## src/camCfg_macros.svh

```systemverilog
`ifndef CAMCFG_MACROS_SVH
`define CAMCFG_MACROS_SVH

// sensor on the I2C bus
`define CAM_I2C_ADDR     8'h6C    // write address, read is 0x6D
`define CAM_ID_REG       16'h300B // chip ID register
`define CAM_EXPECTED_ID  8'h88

// script layout
`define DELAY_TAG        8'hAA    // address field of a wait entry
`define SCRIPT_LEN       18

// bus and sequencer timing, in CLK_400K cycles
`define BIT_PHASES       4        // one I2C bit
`define XFER_GAP         8'd3     // idle after each transfer
`define RETRY_GAP        8'd5     // idle before the ID read is repeated

// white balance gains, 14 bit
// each one goes out as upper 8 bits, then lower 6 bits
`define RED_GAIN         14'h44A
`define GREEN_GAIN       14'h4C0
`define BLUE_GAIN        14'h400

`endif

```

## src/camCfgPkg.sv

```systemverilog
package camCfgPkg;

	typedef logic [7:0]  slaveAddr_t;   // address byte, R/W in bit 0
	typedef logic [15:0] regAddr_t;     // sensor register
	typedef logic [7:0]  regData_t;     // register value or chip ID
	typedef logic [31:0] scriptEntry_t; // {addr, reg, data}
	typedef logic [4:0]  scriptIndex_t;
	typedef logic [7:0]  gapCount_t;

	typedef enum logic [3:0] {
		ctrlPtrStart,
		ctrlPtrWait,
		ctrlPtrGap,
		ctrlReadStart,
		ctrlReadWait,
		ctrlReadGap,
		ctrlIdCheck,
		ctrlRetryGap,
		ctrlFetch,     // table latency
		ctrlDecode,
		ctrlWriteWait,
		ctrlStepGap,   // post-write gap or wait entry
		ctrlReleased
	} ctrlState_t;

	typedef enum logic [2:0] {
		xferIdle, xferStart, xferShift, xferAck, xferStop, xferDone
	} xferState_t;

endpackage

```

## src/cameraConfigCtrl.sv

```systemverilog
`timescale 1ns/1ns
`include "camCfg_macros.svh"

module cameraConfigCtrl (
	input  logic                    CLK_400K,
	input  logic                    RESET_N,
	input  logic                    writeDone,
	input  logic                    readDone,
	input  camCfgPkg::regData_t     readData,
	input  camCfgPkg::scriptEntry_t scriptEntry,
	output logic                    writeStart,
	output camCfgPkg::slaveAddr_t   writeSlave,
	output camCfgPkg::regAddr_t     writeReg,
	output camCfgPkg::regData_t     writeData,
	output logic [1:0]              writeByteCount,
	output logic                    readStart,
	output camCfgPkg::slaveAddr_t   readSlave,
	output camCfgPkg::scriptIndex_t scriptIndex,
	output camCfgPkg::regData_t     sensorId,
	output logic                    cameraReleased
);

	camCfgPkg::ctrlState_t state;
	camCfgPkg::gapCount_t  gapCount; // counts down, shared by gaps and waits
	logic                  gapDone;
	logic                  isWait;
	logic                  lastEntry;

	assign gapDone = (gapCount <= 8'd1);
	assign isWait = (scriptEntry[31:24] == `DELAY_TAG);
	assign lastEntry = (scriptIndex == 5'(`SCRIPT_LEN - 1));

	always_ff @(posedge CLK_400K) begin
		if (!RESET_N) begin
			state <= camCfgPkg::ctrlPtrStart;
			writeStart <= 1'b0;
			readStart <= 1'b0;
			gapCount <= '0;
			scriptIndex <= '0;
			sensorId <= '0;
			cameraReleased <= 1'b0;
		end else begin
			writeStart <= 1'b0;
			readStart <= 1'b0;
			case (state)
				// chip ID check
				camCfgPkg::ctrlPtrStart: begin
					writeStart <= 1'b1;
					state <= camCfgPkg::ctrlPtrWait;
				end
				camCfgPkg::ctrlPtrWait: begin
					if (writeDone) begin
						gapCount <= `XFER_GAP;
						state <= camCfgPkg::ctrlPtrGap;
					end
				end
				camCfgPkg::ctrlPtrGap: begin
					gapCount <= gapCount - 8'd1;
					if (gapDone) state <= camCfgPkg::ctrlReadStart;
				end
				camCfgPkg::ctrlReadStart: begin
					readStart <= 1'b1;
					state <= camCfgPkg::ctrlReadWait;
				end
				camCfgPkg::ctrlReadWait: begin
					if (readDone) begin
						sensorId <= readData; // every read lands here
						gapCount <= `XFER_GAP;
						state <= camCfgPkg::ctrlReadGap;
					end
				end
				camCfgPkg::ctrlReadGap: begin
					gapCount <= gapCount - 8'd1;
					if (gapDone) state <= camCfgPkg::ctrlIdCheck;
				end
				camCfgPkg::ctrlIdCheck: begin
					if (sensorId == `CAM_EXPECTED_ID) begin
						scriptIndex <= '0;
						state <= camCfgPkg::ctrlFetch;
					end else begin
						gapCount <= `RETRY_GAP;
						state <= camCfgPkg::ctrlRetryGap;
					end
				end
				camCfgPkg::ctrlRetryGap: begin
					gapCount <= gapCount - 8'd1;
					if (gapDone) state <= camCfgPkg::ctrlPtrStart;
				end
				// script walk
				camCfgPkg::ctrlFetch: state <= camCfgPkg::ctrlDecode; // entry registered now
				camCfgPkg::ctrlDecode: begin
					if (isWait) begin
						gapCount <= scriptEntry[7:0];
						state <= camCfgPkg::ctrlStepGap;
					end else begin
						writeStart <= 1'b1;
						state <= camCfgPkg::ctrlWriteWait;
					end
				end
				camCfgPkg::ctrlWriteWait: begin
					if (writeDone) begin
						gapCount <= `XFER_GAP;
						state <= camCfgPkg::ctrlStepGap;
					end
				end
				camCfgPkg::ctrlStepGap: begin
					gapCount <= gapCount - 8'd1;
					if (gapDone && lastEntry) begin
						cameraReleased <= 1'b1;
						state <= camCfgPkg::ctrlReleased;
					end else if (gapDone) begin
						scriptIndex <= scriptIndex + 5'd1;
						state <= camCfgPkg::ctrlFetch;
					end
				end
				camCfgPkg::ctrlReleased: state <= camCfgPkg::ctrlReleased; // until reset
				default: state <= camCfgPkg::ctrlPtrStart;
			endcase
		end
	end

	// transfer fields, loaded with the start strobe and held until done
	always_ff @(posedge CLK_400K) begin
		if (state == camCfgPkg::ctrlPtrStart) begin
			writeSlave <= `CAM_I2C_ADDR;
			writeReg <= `CAM_ID_REG;
			writeData <= '0;
			writeByteCount <= 2'd2; // pointer only
		end else if (state == camCfgPkg::ctrlDecode) begin
			writeSlave <= scriptEntry[31:24];
			writeReg <= scriptEntry[23:8];
			writeData <= scriptEntry[7:0];
			writeByteCount <= 2'd3;
		end
		if (state == camCfgPkg::ctrlReadStart) begin
			readSlave <= `CAM_I2C_ADDR;
		end
	end

endmodule

```

## config.mk

```make
export PLATFORM = sky130hd
export DESIGN_NAME = cameraConfigCtrl
export DESIGN_NICKNAME = d
export VERILOG_FILES = /design/src/camCfgPkg.sv /design/src/cameraConfigCtrl.sv
export VERILOG_INCLUDE_DIRS = /design/src
export SDC_FILE = /design/constraint.sdc
export NUM_CORES = 1
export LEC_CHECK = 0
export ABC_AREA = 1
export BUFFER_PORTS_ARGS = -buffer_cell sky130_fd_sc_hd__buf_2
export CAP_MARGIN = 10
export CORE_MARGIN = 5
export CORE_UTILIZATION = 50
export CTS_CLUSTER_DIAMETER = 30
export CTS_CLUSTER_SIZE = 20
export DETAILED_ROUTE_END_ITERATION = 6
export PLACE_DENSITY = 0.8
export SETUP_SLACK_MARGIN = 0.2
export SLEW_MARGIN = 20
export SYNTH_ARGS = -nofsm -noshare
export SYNTH_HDL_FRONTEND = slang
export SYNTH_SLANG_ARGS = --single-unit
```

## constraint.sdc

```tcl
create_clock -name CLK_400K -period 3.75 [get_ports CLK_400K]
set_input_delay 0.75 -clock CLK_400K [delete_from_list [all_inputs] [get_ports CLK_400K]]
set_output_delay 0.75 -clock CLK_400K [all_outputs]
set_load 0.02 [all_outputs]
```

==> metrics.md <==
| Metric | Value |
|---|---|
| WL per Instance | 12.2 um |
| Syn_area_per_cell | 6.90 um2 |
| Worst-path clk slew | 0.07 ns |
| Worst Tran Pin Value | 0.529 ns |
| VDD IR max | 344 uV |
| FF+latch count, synth | 61 |
| Ys async rst share | 0% |
| Filler cells | 534 |
| Post-layout util | 63.5% |
| Clock Sinks | 61 |
| Area contributors post-synth | dfxtp_1 42%, nand2_1 13%, nor2_1 8.1% |
| # diodes | 0 |
| Pleak | 1.81 nW |
| Final period utilization | 51.5% |
| Antenna violations before repair | 0 |
| IO buf count | 92 |
| Initial DRC count | 143 |
| # nets final | 563 |
| Worst Path Max Fanout | 37 |
| Detailed placement HPWL | 5460 um |
| Reg2Reg Depth | 9 |
| First-pass GRT wire length | 12000 um |
| Area growth, synth to finish | 21.5% |
| Critical path cell sequence | nor2_4 > nand2_4 > inv_4 > nand2_2 > nand2_2 > nor2_4 > nand2_4 > o21ai_0 > nor2_1 |
| Req. time, crit path | 3.98 ns |
| Worst Setup Start Kind | flop |
| Most used DFF post-synth | dfxtp_1 |
| DR vias/cell | 4.95 |
| Pre-antenna DRT Iters | 6 |
| Initial core utilization | 52.3% |
| Post-synth top area share | 41.6% |
| Routed Antenna Nets | 0 |
| Max Fclk | 518 MHz |
| CTS Buf Count | 9 |
| Boundary Pins | 102 |
| Cell Area, Synth | 2930 um2 |
| GRT Residual Overflow | 0 |
| Cell taking the most area after synthesis | dfxtp_1 |
| Vias | 2932 |
| Clock skew | 0.0101 ns |
| Vias in the first global route | 2725 |
| Root buffer cell | clkbuf_8 |
| CTS tree | yes |
| Share of layout cells above drive strength 1 | 26.2% |
| Deepest clock path buffer count | 2 |
| Total Routed Length | 7210 um |
| Worst path slowest cell | dfxtp_1 |
| Hold path cells | 2 |
| Gr usage total | 19.6% |
| Pins over their slew limit | 0 |
| Slew margin rel. | 64.7% |
| RSZ-0062 raised after global routing | false |
| CP Capture Type | flop |
| Total die area | 7500 um2 |
| Post-synthesis sequential area ratio | 41.6% |
| Crit Path Class | reg -> reg |
| Die width | 86.6 um |
| Residual DRC | 0 |
| Synth cell count leaders | 103 x nand2_1, 63 x nor2_1, 61 x dfxtp_1 |
| Pwr/cell area | 575 nW/um2 |
| Synth Warn # | 0 |
| Fin crit period | 1.93 ns |
| DIE HEIGHT | 86.6 um |
| Post-CTS Setup Repair Bufs | 0 |
| Placer Congestion | 1.05 |
| Setup violators final | 0 |
| Cells after synthesis | 425 |
| CTS Hold Bufs | 0 |
| Data arrival, critical path | 2.16 ns |
| Status | finished, final reports clean |
| Hold crit path type | reg -> reg |
| Max-cap violations | 0 |
| Yosys cell types | 30 |
| Final hold vios | 0 |
| Later-pin clock latency in the skew report | 0.34 ns |
| Row count | 27 |
| Number of flops mapped to enable cells by yosys | 0 |
| Worst path max stage delay | 0.51 ns |
| H-Tree Depth | 3 |
| Post-CTS sizing | 0 |
| Core Region | 5610 um2 |
| Setup_tns | 0 ns |
| Most common cell in the netlist | nand2_1 |
| Largest net degree at the start of global routing | 38 |
[routing by layer]
metal  vias to the layer above  wire, um  global-route usage, %
met5                         -         0                      0
met4                         0        54                   7.51
met3                        10       555                   5.04
met2                       105      3600                   33.7
met1                      1311      3000                   23.3
li1                       1506         -                      -
[final cells by class]
type / count / area (um2) / share of cell area [%]
Timing Repair Buffer: 92 / 460 / 12.9
Multi-Input combinational cell: 305 / 1440 / 40.4
Tap cell: 72 / 90.1 / 2.53
Inverter: 46 / 175 / 4.92
Clock inverter: 7 / 51.3 / 1.44
Sequential cell: 61 / 1220 / 34.3
Clock buffer: 9 / 124 / 3.48
[worst paths after layout]
kind                                    start                           to  slack [ns]
setup / recovery        state[1]$_SDFFE_PN0P_     gapCount[2]$_SDFFE_PN0P_        1.82
hold / removal    cameraReleased$_SDFFE_PN0P_  cameraReleased$_SDFFE_PN0P_        0.45
setup reg to reg        state[1]$_SDFFE_PN0P_     gapCount[2]$_SDFFE_PN0P_        1.82
hold reg to reg   cameraReleased$_SDFFE_PN0P_  cameraReleased$_SDFFE_PN0P_        0.45
[flip-flops by register name (all words and copies together) (netlist names)]
name	flops
writeByteCount	1
sensorId	8
writeReg	16
readStart	1
writeStart	1
cameraReleased	1
gapCount	8
writeData	8
writeSlave	8
scriptIndex	5
state	4
[kinds of logic after synthesis]
kind of cell	after synthesis	share of synthesized area (%)
adder cells (fa/ha/maj)	4	1.71
buffers and inverters	66	10.1
other	2	0.256
flip-flops	61	41.6
AO/OA/AOI/OAI	63	11.3
XOR/XNOR	3	0.896
AND/OR/NAND/NOR	226	34.1
[critical path: cells and delay by family (launching register included)]
family,cells,cell delay (ns)
compound gates,1,0.16
buf+inv,1,0.21
simple gates,7,0.92
flops,1,0.51
[metrics by stage]
| step | total power, mW | cells | hold WS [ns] | setup WS (ns) | instance area, um2 |
|---|---|---|---|---|---|
| after global placement | 1.52 | 576 | 0.437 | 1.89 | 3390 |
| after floorplan | 1.38 | 432 | 0.466 | 2.09 | 2960 |
| after detailed placement | 1.54 | 576 | 0.447 | 1.84 | 3390 |
| after CTS | 2.05 | 592 | 0.458 | 1.82 | 3560 |
| final | 2.05 | 592 | 0.455 | 1.82 | 3560 |
| after global routing | 2.22 | 592 | 0.495 | 1.59 | 3560 |
[power breakdown]
group,internal [mW],switching (mW),total [mW]
clock,0.241,0.274,0.515
sequential,0.696,0.0501,0.746
combinational,0.249,0.538,0.787
[placed cells by master (no fill, tap or decap), types with 5 or more instances in the layout]
master    netlist  routed
conb_1          2       9
buf_2           4      92
inv_1          39      39
nand2_1       103     103
dfxtp_1        61      61
nand2_2         6       6
inv_2           6       6
nor2_1         63      63
nor2_2          5       5
o21ai_0        26      26
clkbuf_8        0       9
nand3_1        36      36
a21oi_1        31      31
No activity file was read; power rests on OpenSTA's default activity.
