[src/camCfg_macros.svh]
`ifndef CAMCFG_MACROS_SVH
`define CAMCFG_MACROS_SVH

// sensor on the I2C bus
`define CAM_I2C_ADDR     8'h6C    // write address, read is 0x6D
`define CAM_ID_REG       16'h300B // chip ID register
`define CAM_EXPECTED_ID  8'h88

// script layout
`define DELAY_TAG        8'hAA    // address field of a wait entry
`define SCRIPT_LEN       18

// bus and sequencer timing, in CLK_400K cycles
`define BIT_PHASES       4        // one I2C bit
`define XFER_GAP         8'd3     // idle after each transfer
`define RETRY_GAP        8'd5     // idle before the ID read is repeated

// white balance gains, 14 bit
// each one goes out as upper 8 bits, then lower 6 bits
`define RED_GAIN         14'h44A
`define GREEN_GAIN       14'h4C0
`define BLUE_GAIN        14'h400

`endif

[src/camCfgPkg.sv]
package camCfgPkg;

	typedef logic [7:0]  slaveAddr_t;   // address byte, R/W in bit 0
	typedef logic [15:0] regAddr_t;     // sensor register
	typedef logic [7:0]  regData_t;     // register value or chip ID
	typedef logic [31:0] scriptEntry_t; // {addr, reg, data}
	typedef logic [4:0]  scriptIndex_t;
	typedef logic [7:0]  gapCount_t;

	typedef enum logic [3:0] {
		ctrlPtrStart,
		ctrlPtrWait,
		ctrlPtrGap,
		ctrlReadStart,
		ctrlReadWait,
		ctrlReadGap,
		ctrlIdCheck,
		ctrlRetryGap,
		ctrlFetch,     // table latency
		ctrlDecode,
		ctrlWriteWait,
		ctrlStepGap,   // post-write gap or wait entry
		ctrlReleased
	} ctrlState_t;

	typedef enum logic [2:0] {
		xferIdle, xferStart, xferShift, xferAck, xferStop, xferDone
	} xferState_t;

endpackage

[src/i2cWriteXfer.sv]
`timescale 1ns/1ns
`include "camCfg_macros.svh"

module i2cWriteXfer (
	input  logic                  CLK_400K,
	input  logic                  RESET_N,
	input  logic                  writeStart,
	input  camCfgPkg::slaveAddr_t writeSlave,
	input  camCfgPkg::regAddr_t   writeReg,
	input  camCfgPkg::regData_t   writeData,
	input  logic [1:0]            writeByteCount,
	input  logic                  sdaIn,
	output logic                  sclOut,
	output logic                  sdaOut,
	output logic                  writeDone
);

	camCfgPkg::xferState_t state;
	logic [1:0]  phase;
	logic [2:0]  bitCount;
	logic [2:0]  bytesLeft; // address byte included
	logic [31:0] shiftReg;
	logic        phaseEnd;
	logic        sclHigh;
	logic        sclNext;
	logic        sdaNext;

	assign phaseEnd = (phase == 2'(`BIT_PHASES - 1));
	assign sclHigh = (phase != 2'd0) && !phaseEnd; // SDA moves only while SCL is low
	assign writeDone = (state == camCfgPkg::xferDone);

	always_ff @(posedge CLK_400K) begin
		if (!RESET_N) begin
			state <= camCfgPkg::xferIdle;
			phase <= '0;
			bitCount <= '0;
			bytesLeft <= '0;
		end else begin
			case (state)
				camCfgPkg::xferIdle: begin
					phase <= '0;
					if (writeStart) begin
						state <= camCfgPkg::xferStart;
						bytesLeft <= {1'b0, writeByteCount} + 3'd1;
					end
				end
				camCfgPkg::xferStart: begin
					if (phase != 2'd1 || sdaIn) begin // hold off while SDA is low
						phase <= phase + 2'd1;
					end
					if (phaseEnd) begin
						state <= camCfgPkg::xferShift;
						bitCount <= '0;
					end
				end
				camCfgPkg::xferShift: begin
					phase <= phase + 2'd1;
					if (phaseEnd) begin
						bitCount <= bitCount + 3'd1;
						if (bitCount == 3'd7) begin
							state <= camCfgPkg::xferAck;
						end
					end
				end
				camCfgPkg::xferAck: begin
					phase <= phase + 2'd1;
					if (phaseEnd) begin
						bytesLeft <= bytesLeft - 3'd1;
						state <= (bytesLeft == 3'd1) ? camCfgPkg::xferStop : camCfgPkg::xferShift;
					end
				end
				camCfgPkg::xferStop: begin
					phase <= phase + 2'd1;
					if (phaseEnd) begin
						state <= camCfgPkg::xferDone;
					end
				end
				default: state <= camCfgPkg::xferIdle; // done lasts one cycle
			endcase
		end
	end

	always_ff @(posedge CLK_400K) begin
		if (state == camCfgPkg::xferIdle && writeStart) begin
			shiftReg <= {writeSlave, writeReg, writeData};
		end else if (state == camCfgPkg::xferShift && phaseEnd) begin
			shiftReg <= {shiftReg[30:0], 1'b0}; // msb first
		end
	end

	always_comb begin
		sclNext = 1'b1;
		sdaNext = 1'b1;
		case (state)
			camCfgPkg::xferStart: sdaNext = (phase < 2'(`BIT_PHASES / 2));
			camCfgPkg::xferShift: begin
				sclNext = sclHigh;
				sdaNext = shiftReg[31];
			end
			camCfgPkg::xferAck: sclNext = sclHigh; // released, ack not checked
			camCfgPkg::xferStop: begin
				sclNext = (phase != 2'd0);
				sdaNext = (phase >= 2'(`BIT_PHASES / 2));
			end
			default: ;
		endcase
	end

	always_ff @(posedge CLK_400K) begin
		if (!RESET_N) begin
			sclOut <= 1'b1;
			sdaOut <= 1'b1;
		end else begin
			sclOut <= sclNext;
			sdaOut <= sdaNext;
		end
	end

endmodule

[config.mk]
export PLATFORM = sky130hd
export DESIGN_NAME = i2cWriteXfer
export DESIGN_NICKNAME = d
export VERILOG_FILES = /design/src/camCfgPkg.sv /design/src/i2cWriteXfer.sv
export VERILOG_INCLUDE_DIRS = /design/src
export SDC_FILE = /design/constraint.sdc
export NUM_CORES = 1
export LEC_CHECK = 0
export ABC_AREA = 1
export BUFFER_PORTS_ARGS = -buffer_cell sky130_fd_sc_hd__clkbuf_2
export CORE_MARGIN = 2
export CORE_UTILIZATION = 50
export CTS_CLUSTER_SIZE = 12
export DETAILED_ROUTE_END_ITERATION = 12
export PLACE_DENSITY = 0.75
export SYNTH_ARGS = -nofsm -noshare
export SYNTH_HDL_FRONTEND = slang
export SYNTH_SLANG_ARGS = --single-unit
[constraint.sdc]
create_clock -name CLK_400K -period 3.8 [get_ports CLK_400K]
set_input_delay 0 -clock CLK_400K [delete_from_list [all_inputs] [get_ports CLK_400K]]
set_output_delay 0 -clock CLK_400K [all_outputs]
set_load 0.02 [all_outputs]
==> metrics.txt, run 1 <==
outcome finished, final reports clean; Final ANT Viol Nets 0; Max-Cap Viols 0; Mean Syn Cell Area 12.5 µm²; Initial DRC Count 93; library cells used by synthesis 26; most frequent cell after synthesis edfxtp_1; # Post-CTS Setup Buffers 0; crit start category flip-flop; buffers added on ports 40; Max rail drop VDD 0.282 mV; CTS tree done; Setup WS post-layout 1.70 ns; Arrival @ worst endpoint 2.05 ns; Yosys warnings 0; RSZ-0062 raised after global routing no; worst path required time 3.75 ns; HPWL Detailed 2.71 mm; CP max FO 34; Placer Congestion 0.819; vias per inst 5.04; layout cells sized above 1 0.368; HP Class primary input to flip-flop; clk sinks 45; asr flop ratio synth 0; Max Used Layer met4; hold buffer count at CTS 22; row cnt 25; global-route wire length before repair 6.78 mm; area of the core 0.00466 mm²; fillers 348; GRT Util Overall 0.169; number of hold violations in the final report 0; Post-synth top cells edfxtp_1, mux2_4, nand2_1, inv_1, dfxtp_1; DIE HEIGHT 73.2 µm; clock power share 0.180; Cell Area, Synth 0.00239 mm²; Layout Nets 305; Clk Latency, worst-skew pair 0.30 ns; Die Span X 73.2 µm; top cell type by total area after synthesis edfxtp_1; crit end category flip-flop; slowest cell delay on critical path 0.53 ns; H-tree Lvls 2; crit path cell chain nor2_4, nand3_4, o21ai_2, buf_4; Slew Limit Fails 0; Worst-path clk slew 0.08 ns; Final TNS setup 0 ns; Initial Util 0.513; switching part of the total 0.333; Comb pwr share 0.418; CP max-delay cell nand3_4; CTS Buf Count 5; Slew headroom 0.546; final setup violation count 0; initial antenna violation count 0; static leakage 1.32 nW; routed length on met1 1.98 mm; CTS Buffer Depth 2; skew final 0.00962 ns; Pwr Density 676 mW/mm²; top cells by area, synth edfxtp_1, mux2_4, dfxtp_1, ha_1, nand2_1; top-area cell type share of the netlist area 0.402; drt pass-1 iters 4; post-cts gate resize count 0; number of flops mapped to enable cells by yosys 32; Pint 1.33 mW; total gr overflow 0; Synth Instances 191; CTS root buf clkbuf_8; crit share post-route 0.552; Post-Route WL 4.24 mm; fmax 477 MHz; vias in the first global route 1475; kind of critical path flip-flop to flip-flop; via count 1572; dpl cell area 0.00263 mm²; routed len/inst 13.6 µm; Main synth FF type edfxtp_1; DRC 0; Area Overhead vs Synth 23.7%; Flop pwr share 0.403; area of the die 0.00535 mm²; fin area 0.00296 mm²; Syn Nets 239; Tightest Pin Transition 0.682 ns; Worst R2R Setup Slack 1.70 ns; NetSw 0.666 mW; diode count 0; Setup WS pre-CTS 1.72 ns; Top Ports 41; DR WL met2 2.02 mm; Seq/Total Area, Yosys 0.511; met3 wire len 188 µm; largest net degree at the start of global routing 35; Synth Register Bits 45; crit path time final 2.10 ns
## layer usage
metal,up-vias,track usage
met2,37,0.260
met1,722,0.230
met5,-,0
met3,7,0.0442
met4,0,0.0597
li1,806,-
## power by group through the flow
stage,Sequential (mW),Clock [mW],Combinational (mW)
4_1_cts,0.805,0.373,0.842
6_report,0.805,0.359,0.835
3_3_place_gp,0.810,0,0.809
2_1_floorplan,0.803,0,0.706
3_5_place_dp,0.812,0,0.816
5_1_grt,0.820,0.390,0.919
## state kept, by name, summed over array words and instances (netlist names)
register / cells
shiftReg: 32
bitCount: 3
bytesLeft: 3
state: 3
phase: 2
sclOut: 1
sdaOut: 1
## worst paths after layout
path	start	to	cells after the start
hold / removal	writeReg[0]	shiftReg[8]	2
setup / recovery	state[0]	shiftReg[7]	4
hold reg to reg	bitCount[2]	bitCount[2]	2
setup reg to reg	state[0]	shiftReg[7]	4
## cell families (layout without fill, tap and decap cells)
| kind of cell | count (synthesis) | in the layout | synth area share |
|---|---|---|---|
| buffers and inverters | 23 | 90 | 0.0497 |
| adder cells (fa/ha/maj) | 10 | 10 | 0.0523 |
| multiplexers | 31 | 31 | 0.190 |
| flip-flops | 45 | 45 | 0.511 |
| AO/OA/AOI/OAI | 25 | 25 | 0.0602 |
| XOR/XNOR | 1 | 1 | 0.00366 |
| AND/OR/NAND/NOR | 56 | 56 | 0.133 |
## through the flow
step / util / std cells / hold slack, ns / power [mW]
global placement: 0.563 / 282 / 0.301 / 1.62
finish: 0.634 / 312 / 0.0110 / 2.00
global route: 0.634 / 312 / 0.00241 / 2.13
CTS: 0.634 / 312 / 0.000874 / 2.02
detailed placement: 0.563 / 282 / 0.304 / 1.63
floorplan: - / 191 / 0.105 / 1.51
## critical path: cells and delay by family, from the launching register on
family | cells | cell delay (ns)
compound gates | 1 | 0.19
flops | 1 | 0.41
simple gates | 2 | 0.74
buf+inv | 1 | 0.39
## cell type report
cell class / instances / area, µm² / share of cell area
sequential: 45 / 1220 / 0.413
clock buffer: 6 / 72.6 / 0.0245
timing repair buffer: 63 / 428 / 0.145
multi-input combinational: 123 / 1050 / 0.357
tap: 54 / 67.6 / 0.0229
clock inverter: 2 / 38.8 / 0.0131
inverter: 19 / 73.8 / 0.0250
## placed cells by master, fill, tap and decap left out, types with 3 or more instances in the layout
master	instances
dfxtp_1	13
nand2_4	3
ha_1	10
inv_1	16
o21ai_0	11
edfxtp_1	32
dlygate4sd3_1	22
nand2_1	19
a21oi_1	10
clkbuf_8	5
nor2_4	3
clkbuf_2	40
nand3_1	10
mux2_2	3
nor2_1	12
mux2_4	28
No activity file was read; power rests on OpenSTA's default activity.
==> run 2, diff against run 1 <==
==> constraint.sdc (replaced) <==
create_clock -name CLK_400K -period 1.8 [get_ports CLK_400K]
set_input_delay 0 -clock CLK_400K [delete_from_list [all_inputs] [get_ports CLK_400K]]
set_output_delay 0 -clock CLK_400K [all_outputs]
set_load 0.02 [all_outputs]
==> run 2 against run 1 <==
Against the previous run:
- count of clock-buffer cells in the layout stayed put
- sequential power increased by 110%
- flip-flop and latch count unchanged
- combinational power rose by 130%
==> metrics.txt, run 2 (same netlist as run 1, synthesis figures left out) <==
outcome finished, final reports clean; Comb pwr share 0.436; Flop pwr share 0.388; hold path startpoint writeSlave[7]; Final TNS setup 0 ns; Post-Route WL 4.60 mm; Die Span X 73.2 µm; most common cell after layout, fill and taps aside clkbuf_2; most frequent cells in the layout clkbuf_2, edfxtp_1, mux2_4; Arrival @ worst endpoint 1.66 ns; non-filler instance count after layout 318; initial antenna violation count 0; fin area 0.00305 mm²; area of the core 0.00466 mm²; Layout Utilization 0.655; Top reg by flops shiftReg; crit path time final 1.60 ns; # Post-CTS Setup Buffers 0; routed len/inst 14.5 µm; GRT Util Overall 0.181; H-tree Lvls 2; worst r2r dst shiftReg[8]; via count 1625; row cnt 25; buffers added on ports 40; crit end category flip-flop; Pint 2.90 mW; clk sinks 45; static leakage 1.37 nW; largest net degree at the start of global routing 33; CTS tree done; Max rail drop VDD 0.801 mV; drt pass-1 iters 4; Worst-path clk slew 0.09 ns; area of the die 0.00535 mm²; Placer Congestion 0.896; DIE HEIGHT 73.2 µm; vias in the first global route 1544; switching part of the total 0.336; Clk Latency, worst-skew pair 0.30 ns; Slew Limit Fails 0; vias per inst 5.11; crit start category flip-flop; Slew headroom 0.820; Layout Nets 311; CTS root buf clkbuf_8; Largest register FFs 32; fmax 626 MHz; slowest cell delay on critical path 0.48 ns; Pwr Density 1430 mW/mm²; diode count 0; DRC 0; CTS Buf Count 5; NetSw 1.47 mW; final setup violation count 0; R2R depth 4; CP bufs+invs 2; dpl cells 285; Tightest Pin Transition 0.270 ns; CTS Buffer Depth 2; clock power share 0.177; Area Overhead vs Synth 27.7%; Worst R2R Setup Slack 0.20 ns; kind of critical path flip-flop to flip-flop; CP max FO 18; Final ANT Viol Nets 0; worst hold endpoint shiftReg[31]; crit share post-route 0.888; skew final 0.0112 ns; top cell family by delay on the critical path flip-flops; RR Startpoint state[2]; CP max-delay cell dfxtp_1; HPWL Detailed 2.99 mm; Top Ports 41; number of hold violations in the final report 0; crit path cell chain inv_2, nand3_4, buf_12, mux2_4; Max-Cap Viols 0; worst path required time 1.86 ns; RSZ-0062 raised after global routing no; layout cells sized above 1 0.371; global-route wire length before repair 7.27 mm; Initial Util 0.513; WHS Path Cells 2; dpl cell area 0.00269 mm²; total gr overflow 0; HP Class primary input to flip-flop; Initial DRC Count 90
[run 2: cell types whose count changed in the layout (fill, tap and decap cells not counted)]
| cell | previous run | this run |
|---|---|---|
| o21ai_4 | 1 | 2 |
| dlygate4sd3_1 | 22 | 25 |
| buf_12 | 0 | 3 |
| o21ai_2 | 1 | 0 |
[run 2: repair_timing]
item                                   CTS  global route
gates resized for setup                  0             0
hold buffers                            24             1
endpoints found under the hold margin   24             1
[run 2: area by class of cell]
type                    instances  area, µm²
fillers                       340       1610
flip-flops and latches         45       1220
multi-input cells             123       1060
repair buffers                 69        518
inverters                      19       73.8
clock buffers                   6       72.6
well taps                      54       67.6
clock inverters                 2       38.8
[run 2: worst max-delay path by stage]
stage,startpoint,endpoint,depth (start not counted)
6_report,state[2],shiftReg[8],4
5_1_grt,state[2],shiftReg[2],4
4_1_cts,state[2],shiftReg[25],4
3_5_place_dp,state[2],shiftReg[25],4
3_3_place_gp,state[2],shiftReg[14],4
2_1_floorplan,state[1],shiftReg[0],4
[run 2: power by group through the flow]
stage                     logic, mW  clock network, mW  registers, mW
after floorplan                1.51                  0           1.67
after global placement         1.81                  0           1.70
after detailed placement       1.86                  0           1.71
after CTS                      1.91              0.788           1.69
after global routing           2.08              0.823           1.72
final                          1.90              0.773           1.70
[run 2: metal layers]
layer,part of all wire,vias to the layer above,global-route usage
li1,-,815,-
met3,0.040,9,0.0456
met5,0,-,0
met1,0.46,758,0.239
met2,0.48,43,0.289
met4,0.018,0,0.0658
[run 2: per-stage QoR]
| step | power (mW) | setup slack [ns] | hold slack [ns] |
|---|---|---|---|
| after floorplan | 3.18 | 0.0835 | 0.105 |
| after global placement | 3.51 | 0.255 | 0.302 |
| after detailed placement | 3.57 | 0.218 | 0.305 |
| after CTS | 4.39 | 0.206 | 0.000595 |
| after global routing | 4.63 | 0.161 | 0.00150 |
| final | 4.37 | 0.202 | 0.00347 |
