### src/camCfg_macros.svh
`ifndef CAMCFG_MACROS_SVH
`define CAMCFG_MACROS_SVH

// sensor on the I2C bus
`define CAM_I2C_ADDR     8'h6C    // write address, read is 0x6D
`define CAM_ID_REG       16'h300B // chip ID register
`define CAM_EXPECTED_ID  8'h88

// script layout
`define DELAY_TAG        8'hAA    // address field of a wait entry
`define SCRIPT_LEN       18

// bus and sequencer timing, in CLK_400K cycles
`define BIT_PHASES       4        // one I2C bit
`define XFER_GAP         8'd3     // idle after each transfer
`define RETRY_GAP        8'd5     // idle before the ID read is repeated

// white balance gains, 14 bit
// each one goes out as upper 8 bits, then lower 6 bits
`define RED_GAIN         14'h44A
`define GREEN_GAIN       14'h4C0
`define BLUE_GAIN        14'h400

`endif

### src/camCfgPkg.sv
package camCfgPkg;

	typedef logic [7:0]  slaveAddr_t;   // address byte, R/W in bit 0
	typedef logic [15:0] regAddr_t;     // sensor register
	typedef logic [7:0]  regData_t;     // register value or chip ID
	typedef logic [31:0] scriptEntry_t; // {addr, reg, data}
	typedef logic [4:0]  scriptIndex_t;
	typedef logic [7:0]  gapCount_t;

	typedef enum logic [3:0] {
		ctrlPtrStart,
		ctrlPtrWait,
		ctrlPtrGap,
		ctrlReadStart,
		ctrlReadWait,
		ctrlReadGap,
		ctrlIdCheck,
		ctrlRetryGap,
		ctrlFetch,     // table latency
		ctrlDecode,
		ctrlWriteWait,
		ctrlStepGap,   // post-write gap or wait entry
		ctrlReleased
	} ctrlState_t;

	typedef enum logic [2:0] {
		xferIdle, xferStart, xferShift, xferAck, xferStop, xferDone
	} xferState_t;

endpackage

### src/initScript.sv
`timescale 1ns/1ns
`include "camCfg_macros.svh"

module initScript (
	input  logic                    CLK_400K,
	input  logic                    RESET_N,
	input  camCfgPkg::scriptIndex_t scriptIndex,
	output camCfgPkg::scriptEntry_t scriptEntry
);

	always_ff @(posedge CLK_400K) begin
		if (!RESET_N) begin
			scriptEntry <= '0;
		end else begin
			case (scriptIndex)
				5'd0:  scriptEntry <= {`CAM_I2C_ADDR, 16'h0103, 8'h01}; // software reset
				5'd1:  scriptEntry <= {`DELAY_TAG, 16'h0000, 8'd10};
				5'd2:  scriptEntry <= {`CAM_I2C_ADDR, 16'h0100, 8'h00}; // standby
				5'd3:  scriptEntry <= {`CAM_I2C_ADDR, 16'h0302, 8'h18}; // pll1 multiplier
				5'd4:  scriptEntry <= {`CAM_I2C_ADDR, 16'h0303, 8'h00};
				5'd5:  scriptEntry <= {`CAM_I2C_ADDR, 16'h0304, 8'h03}; // mipi divider
				// 800x480 output
				5'd6:  scriptEntry <= {`CAM_I2C_ADDR, 16'h3808, 8'h03};
				5'd7:  scriptEntry <= {`CAM_I2C_ADDR, 16'h3809, 8'h20};
				5'd8:  scriptEntry <= {`CAM_I2C_ADDR, 16'h380A, 8'h01};
				5'd9:  scriptEntry <= {`CAM_I2C_ADDR, 16'h380B, 8'hE0};
				5'd10: scriptEntry <= {`DELAY_TAG, 16'h0000, 8'd10};
				// manual white balance gains
				5'd11: scriptEntry <= {`CAM_I2C_ADDR, 16'h5018, 8'(`RED_GAIN >> 6)};
				5'd12: begin
					scriptEntry <= {`CAM_I2C_ADDR, 16'h5019, 2'b00, 6'(`RED_GAIN)};
				end
				5'd13: scriptEntry <= {`CAM_I2C_ADDR, 16'h501A, 8'(`GREEN_GAIN >> 6)};
				5'd14: begin
					scriptEntry <= {`CAM_I2C_ADDR, 16'h501B, 2'b00, 6'(`GREEN_GAIN)};
				end
				5'd15: scriptEntry <= {`CAM_I2C_ADDR, 16'h501C, 8'(`BLUE_GAIN >> 6)};
				5'd16: begin
					scriptEntry <= {`CAM_I2C_ADDR, 16'h501D, 2'b00, 6'(`BLUE_GAIN)};
				end
				5'd17: scriptEntry <= {`CAM_I2C_ADDR, 16'h0100, 8'h01}; // streaming on
				default: scriptEntry <= '0; // past the end
			endcase
		end
	end

endmodule

### config.mk
export PLATFORM = sky130hd
export DESIGN_NAME = initScript
export DESIGN_NICKNAME = d
export VERILOG_FILES = /design/src/camCfgPkg.sv /design/src/initScript.sv
export VERILOG_INCLUDE_DIRS = /design/src
export SDC_FILE = /design/constraint.sdc
export NUM_CORES = 1
export LEC_CHECK = 0
export BUFFER_PORTS_ARGS = -buffer_cell sky130_fd_sc_hd__buf_2
export CAP_MARGIN = 25
export CORE_MARGIN = 8
export CORE_UTILIZATION = 47
export DETAILED_ROUTE_END_ITERATION = 12
export GPL_ROUTABILITY_DRIVEN = 0
export MAX_ROUTING_LAYER = met4
export PLACE_DENSITY_LB_ADDON = 0.08
export RECOVER_POWER = 100
export SLEW_MARGIN = 30
export SYNTH_ARGS = -nofsm -noshare
export SYNTH_HDL_FRONTEND = slang
export SYNTH_SLANG_ARGS = --single-unit
### constraint.sdc
create_clock -name CLK_400K -period 1.15 [get_ports CLK_400K]
set_input_delay 0 -clock CLK_400K [delete_from_list [all_inputs] [get_ports CLK_400K]]
set_output_delay 0 -clock CLK_400K [all_outputs]
set_load 0.005 [all_outputs]
==> results of run 1 <==
[critical path: stages]
cell and delay (ns):
buf_2 0.10, inv_1 0.06, clkbuf_4 0.13, ha_1 0.21, nor2b_1 0.21, a211oi_1 0.08, a211oi_1 0.29
[power breakdown]
group	total, W	internal (W)	switching, W
sequential	0.000620	0.000613	0.00000674
combinational	0.000226	0.0000975	0.000128
clock	0.000310	0.000135	0.000175
[cell usage in the layout, fill, tap and decap left out, types with 3 or more instances in the layout]
cell,synthesis,final
conb_1,1,8
a21oi_1,7,7
buf_2,2,19
nand2_1,5,5
nand3b_1,4,4
o21ai_0,3,3
a211oi_1,5,5
ha_1,7,7
clkbuf_4,0,5
o211ai_1,3,3
clkbuf_1,1,14
nor2b_1,3,3
mux2i_1,3,3
dfxtp_1,17,17
inv_1,3,3
buf_4,16,6
[what timing repair did]
| action | 4_1_cts | 5_1_grt |
|---|---|---|
| endpoints found under the hold margin | 0 | 1 |
| setup endpoints to repair | 0 | 0 |
| hold buffers | 0 | 1 |
[worst min path at each step]
| stage | start | to | cells after the start |
|---|---|---|---|
| detailed placement | scriptIndex[2] | scriptEntry[30] | 2 |
| global route | scriptIndex[4] | scriptEntry[30] | 2 |
| finish | scriptIndex[4] | scriptEntry[30] | 2 |
| CTS | scriptIndex[2] | scriptEntry[30] | 2 |
| floorplan | scriptIndex[4] | scriptEntry[30] | 1 |
| global placement | scriptIndex[2] | scriptEntry[30] | 2 |
[stage by stage]
step	util (%)	power [W]	hold WS, ns
finish	56.44	0.001156	0.03504
global route	56.44	0.001226	0.03532
CTS	57.40	0.001167	0.007549
detailed placement	56.06	0.0008650	0.3046
global placement	56.06	0.0008622	0.2890
floorplan	-	0.0007992	0.1322
[kinds of logic (layout without fill, tap and decap cells)]
group	count (synthesis)	count (layout)	share of synthesized area, %
compound gates	25	25	18.17
fa+ha+maj	7	7	9.020
buf+inv	24	48	17.27
flops	17	17	35.05
mux	3	3	3.093
other cells	1	8	0.3862
simple gates	28	28	17.01
[cell type report]
type / instances / share of cell area [%]
inverters: 3 / 1.017
clock buffers: 4 / 2.373
multi-input cells: 71 / 43.50
well taps: 27 / 3.051
repair buffers: 41 / 19.32
flip-flops and latches: 17 / 30.73
[metal layers]
metal	part of all wire [%]	track usage [%]	up-vias
met5	0	-	-
met4	1.3	9.091	0
met3	6.6	2.296	2
met2	47	17.01	27
met1	45	13.67	383
li1	-	-	407
==> metrics.yaml, run 1 <==
sta:
  tns_ns: 0
  fin_crit_ns: 0.9007
  setup_viol: 0
  hold_violations: 0
  final.period_utilization_pct: 78.32
  rsz0062_at_grt: "false"
  maxSlewViolCount: 0
  max_freq_mhz: 1110
  setup_ws_ns: 0.2493
synthesis:
  yosys.area.top_type: "dfxtp_1"
  synth_warnings: 0
  synth_top_cells_by_count: "dfxtp_1, buf_4, a21oi_1, ha_1"
  avgSynthCellArea_sq_um: 9.247
  synth-edff-count: 0
  synthTopCellsByArea: "dfxtp_1, buf_4, ha_1"
  yosysTopAreaCellShare_pct: 35.05
  yosysMostFrequentCell: "dfxtp_1"
  seq_area_frac_synth_pct: 35.05
  yosys_most_used_dff: "dfxtp_1"
  ys_ff_latch: 17
  async_flop_share_pct: 0
  syn-cell-area_sq_um: 970.9
  synthDistinctLibCells: 34
  syn-instance-count: 105
die:
  die_area_sq_um: 3776
  die_h_microns: 61.45
  io-pin-count: 39
  initial_core_util_pct: 49.49
  core_sq_um: 1962
  die_w_microns: 61.45
  rows: 16
setup_path:
  path_max_fanout: 4
  worst_setup_path_start_kind: "primary input"
  crit_path_start: "scriptIndex[1]"
  critPathCaptureType: "register"
  required_ns: 1.33
  cp.arrival_ns: 1.08
  endpoint: "scriptEntry[1]"
  path_class: "in -> reg"
placement:
  place_area_sq_um: 1100
  dpl.hpwl_microns: 1640
  place_ws_ns: -0.008099
  port-buffer-count: 30
  placed_cells: 158
route:
  wire_per_inst_microns: 13.12
  detail-route-antenna-nets: 0
  viasPerCell: 5.025
  vias: 819
  totalWireLength_microns: 2139
  firstDrtPassIters: 4
  drc: 0
  dr.first_iter.drc_count: 19
clocking:
  cts_buffers: 3
  cts_resized: 0
  cts.clk_slew.worst_paths_ns: 0.10
  htree_levels: 1
  clock_sinks: 17
  tritoncts: "done"
  clock_path_buffers: 2
  cts_root_buf: "clkbuf_4"
  cts_setup_buffers: 0
final_layout:
  multi_input_area_sq_um: 481.7
  drive_above_1_share_pct: 22.06
  design_area_sq_um: 1107
  register_area_sq_um: 340.3
  largest_reg_flops: 17
  final_nets: 151
  regMostFlops: "scriptEntry"
  biggestRegsByFlops: "scriptEntry (17)"
  final_cells: 163
  antennaDiodeCount: 0
  fillers: 206
  syn2layout_area_growth_pct: 14.05
global_route:
  grt_max_degree: 21
  grt_remaining_overflow: 0
  grt_pass1_vias: 715
  grt_pass1_wl_microns: 3167
  grt_usage_pct: 11.66
  antenna_found_initial: 0
power:
  ir_drop_uv: 508.7
  power_density_nw_per_um2: 1044
  leakage_nw: 0.5263
flow_run:
  drv_cap: 0
hold_path:
  hold_path_class: "in -> reg"
run_status:
  status: "complete, no violations"
Power figures use the tool's default switching activity.
==> run 2: changes to the inputs <==
- ABC_AREA: not set -> 1
- CORE_UTILIZATION: 47 -> 46
- clock period: 1.15 -> 0.9 ns (I/O delays scaled with it)
==> run 2 against run 1 <==
Net effect: critical path depth down 6; global-route usage up 1.1 points; critical endpoint is now scriptEntry[21]; power up 29%; combinational power up 33%; synthesized cell count up 17%; first-iteration DRC count down 32%; die area down 0.73%.
==> metrics.yaml, run 2 <==
power:
  comb_power_share_pct: 20.2  # +0.7 points
  p_int_w: 0.001069  # +26%
  ir_drop_uv: 632.9  # +24%
  switching_share_pct: 28.30  # +1.5 points
  pwr-share-seq_pct: 53.3  # -0.3 points
  leakage_nw: 0.5736  # +9.0%
  switchingPower_w: 0.0004218  # +36%
  power_density_nw_per_um2: 1352  # +30%
  power_frac_clock_pct: 26.5  # -0.3 points
  p_total_w: 0.001490  # +29%
clocking:
  cts_setup_buffers: 0  # unchanged
  cts.clk_slew.worst_paths_ns: 0.10  # about the same
  cts_root_buf: "clkbuf_4"
  htree_levels: 1  # unchanged
  cts_buffers: 3  # unchanged
  clock_path_buffers: 2  # unchanged
  clock_sinks: 17  # unchanged
  tritoncts: "done"
route:
  viasPerCell: 4.584  # -8.8%
  dr.first_iter.drc_count: 13  # -6
  wire_per_inst_microns: 11.48  # -13%
  detail-route-antenna-nets: 0  # unchanged
  drc: 0  # unchanged
  firstDrtPassIters: 4  # unchanged
  totalWireLength_microns: 2123  # -0.75%
  vias: 848  # +3.5%
setup_path:
  path_max_fanout: 2  # -2
  crit_path_start: "scriptEntry[21]"
  cpPeakStageDelay_ns: 0.34  # +0.05 ns
  crit_slowest_cell: "dfxtp_1"
  critPathCaptureType: "primary output"
  worst_setup_path_start_kind: "register"
  path_class: "reg -> out"
  crit_buf_inv: 1  # -2
  crit_chain: "clkbuf_1"
  required_ns: 0.90  # -0.43 ns
  cp.arrival_ns: 0.75  # -0.33 ns
  crit_family: "flip-flops"
global_route:
  grt_pass1_vias: 820  # +15%
  grt_remaining_overflow: 0  # unchanged
  antenna_found_initial: 0  # unchanged
  grt_pass1_wl_microns: 3560  # +12%
  grt_usage_pct: 12.79  # +1.1 points
  grt_max_degree: 12  # -43%
die:
  core_sq_um: 1942  # -1.0%
  die_area_sq_um: 3749  # -0.73%
  initial_core_util_pct: 48.45  # -1.0 points
  rows: 16  # unchanged
  die_h_microns: 61.23  # -0.37%
  io-pin-count: 39  # unchanged
  die_w_microns: 61.23  # -0.37%
sta:
  hold_violations: 0  # unchanged
  hold_ws_ns: 0.01463  # -0.02040 ns
  final.period_utilization_pct: 82.89
  rsz0062_at_grt: "false"
  max_freq_mhz: 1340
  setup_viol: 0  # unchanged
  fin_crit_ns: 0.7460
  maxSlewViolCount: 0  # unchanged
synthesis:
  ys_ff_latch: 17  # unchanged
  async_flop_share_pct: 0  # unchanged
  yosys_most_used_dff: "dfxtp_1"
  yosysTopAreaCellShare_pct: 36.17  # +1.1 points
  syn-cell-area_sq_um: 940.9  # -3.1%
  yosys.area.top_type: "dfxtp_1"
  avgSynthCellArea_sq_um: 7.650  # -17%
  yosysMostFrequentCell: "nand2_1"
  syn-instance-count: 123  # +17%
  synth_top_cells_by_count: "nand2_1, buf_4, dfxtp_1"
  synth_warnings: 0  # unchanged
  seq_area_frac_synth_pct: 36.17  # +1.1 points
  synthDistinctLibCells: 21  # -38%
  synth-edff-count: 0  # unchanged
  synthTopCellsByArea: "dfxtp_1, buf_4, nand2_1"
placement:
  dpl.hpwl_microns: 1773  # +8.1%
  placed_cells: 180  # +14%
  port-buffer-count: 30  # unchanged
final_layout:
  regMostFlops: "scriptEntry"
  register_area_sq_um: 340.3  # unchanged
  multi_input_area_sq_um: 437.9  # -9.1%
  largest_reg_flops: 17  # unchanged
  fin_util_pct: 56.77  # +0.32 points
  antennaDiodeCount: 0  # unchanged
  layout_commonest_cell: "nand2_1"
  final_nets: 173  # +15%
  final_cells: 185  # +13%
  syn2layout_area_growth_pct: 17.15
  drive_above_1_share_pct: 22.15  # +0.093 points
  mostFrequentLayoutCells: "nand2_1, clkbuf_1, dfxtp_1"
  biggestRegsByFlops: "scriptEntry (17)"
  fillers: 198  # -3.9%
run_status:
  status: "complete, no violations"
hold_path:
  hold_path_class: "in -> reg"
  hold_path_startpoint: "scriptIndex[4]"
flow_run:
  drv_cap: 0  # unchanged
[run 2: cell count changes after synthesis, moves of 3 or more]
cell | before | now
o21ai_1 | 0 | 5
nand3_1 | 2 | 11
nand2_1 | 5 | 26
a211oi_1 | 5 | 0
inv_1 | 3 | 9
nor2b_1 | 3 | 0
o211ai_1 | 3 | 0
nand3b_1 | 4 | 0
nor2_1 | 2 | 8
mux2i_1 | 3 | 0
[run 2: cell type report]
cell class                 count  share of cell area (%)
clock buffer                   3                   2.043
clock inverter                 1                  0.4540
sequential                    17                   30.87
timing repair buffer          42                   19.30
inverter                      12                   4.540
tap                           27                   3.065
multi-input combinational     83                   39.73
[run 2: what timing repair did]
item | 4_1_cts | 5_1_grt
hold buffers | 1 | 0
gates resized for setup | 0 | 0
hold endpoints to repair | 1 | 0
[run 2: logic make-up (layout without fill, tap and decap cells)]
| kind of cell | count (synthesis) | count (layout) | share of synthesized area (%) |
|---|---|---|---|
| AND/OR/NAND/NOR | 53 | 53 | 25.53 |
| buffers and inverters | 30 | 58 | 20.08 |
| flip-flops | 17 | 17 | 36.17 |
| AO/OA/AOI/OAI | 15 | 15 | 8.511 |
| adder cells (fa/ha/maj) | 7 | 7 | 9.308 |
| other | 1 | 8 | 0.3986 |
[run 2: worst paths after layout]
check                        endpoint  cells after the start
worst max-delay path  scriptEntry[21]                      1
worst min-delay path   scriptEntry[0]                      3
[run 2: stage by stage]
step                cell area [sq um]  TNS (ns)  setup WS, ns
floorplan                       967.2         0        0.1037
global placement                 1095   -0.2281      -0.06984
detailed placement               1095   -0.4715       -0.1189
CTS                              1132         0        0.1646
global route                     1102         0       0.09640
finish                           1102         0        0.1540
[run 2: metal layers]
layer / vias to the layer above / routed length, microns / track usage (%)
met5: - / 0 / -
met4: 0 / 43 / 6.977
met3: 5 / 115 / 1.253
met2: 29 / 1058 / 21.94
met1: 375 / 906 / 14.15
li1: 439 / - / -
[run 2: power by group through the flow]
stage                     registers, W  logic [W]  clock network, W
after global routing          0.000799   0.000338          0.000452
after floorplan               0.000819   0.000213                 0
after detailed placement      0.000812   0.000312                 0
final                         0.000794   0.000300          0.000395
after global placement        0.000810   0.000309                 0
after CTS                     0.000794   0.000316          0.000404
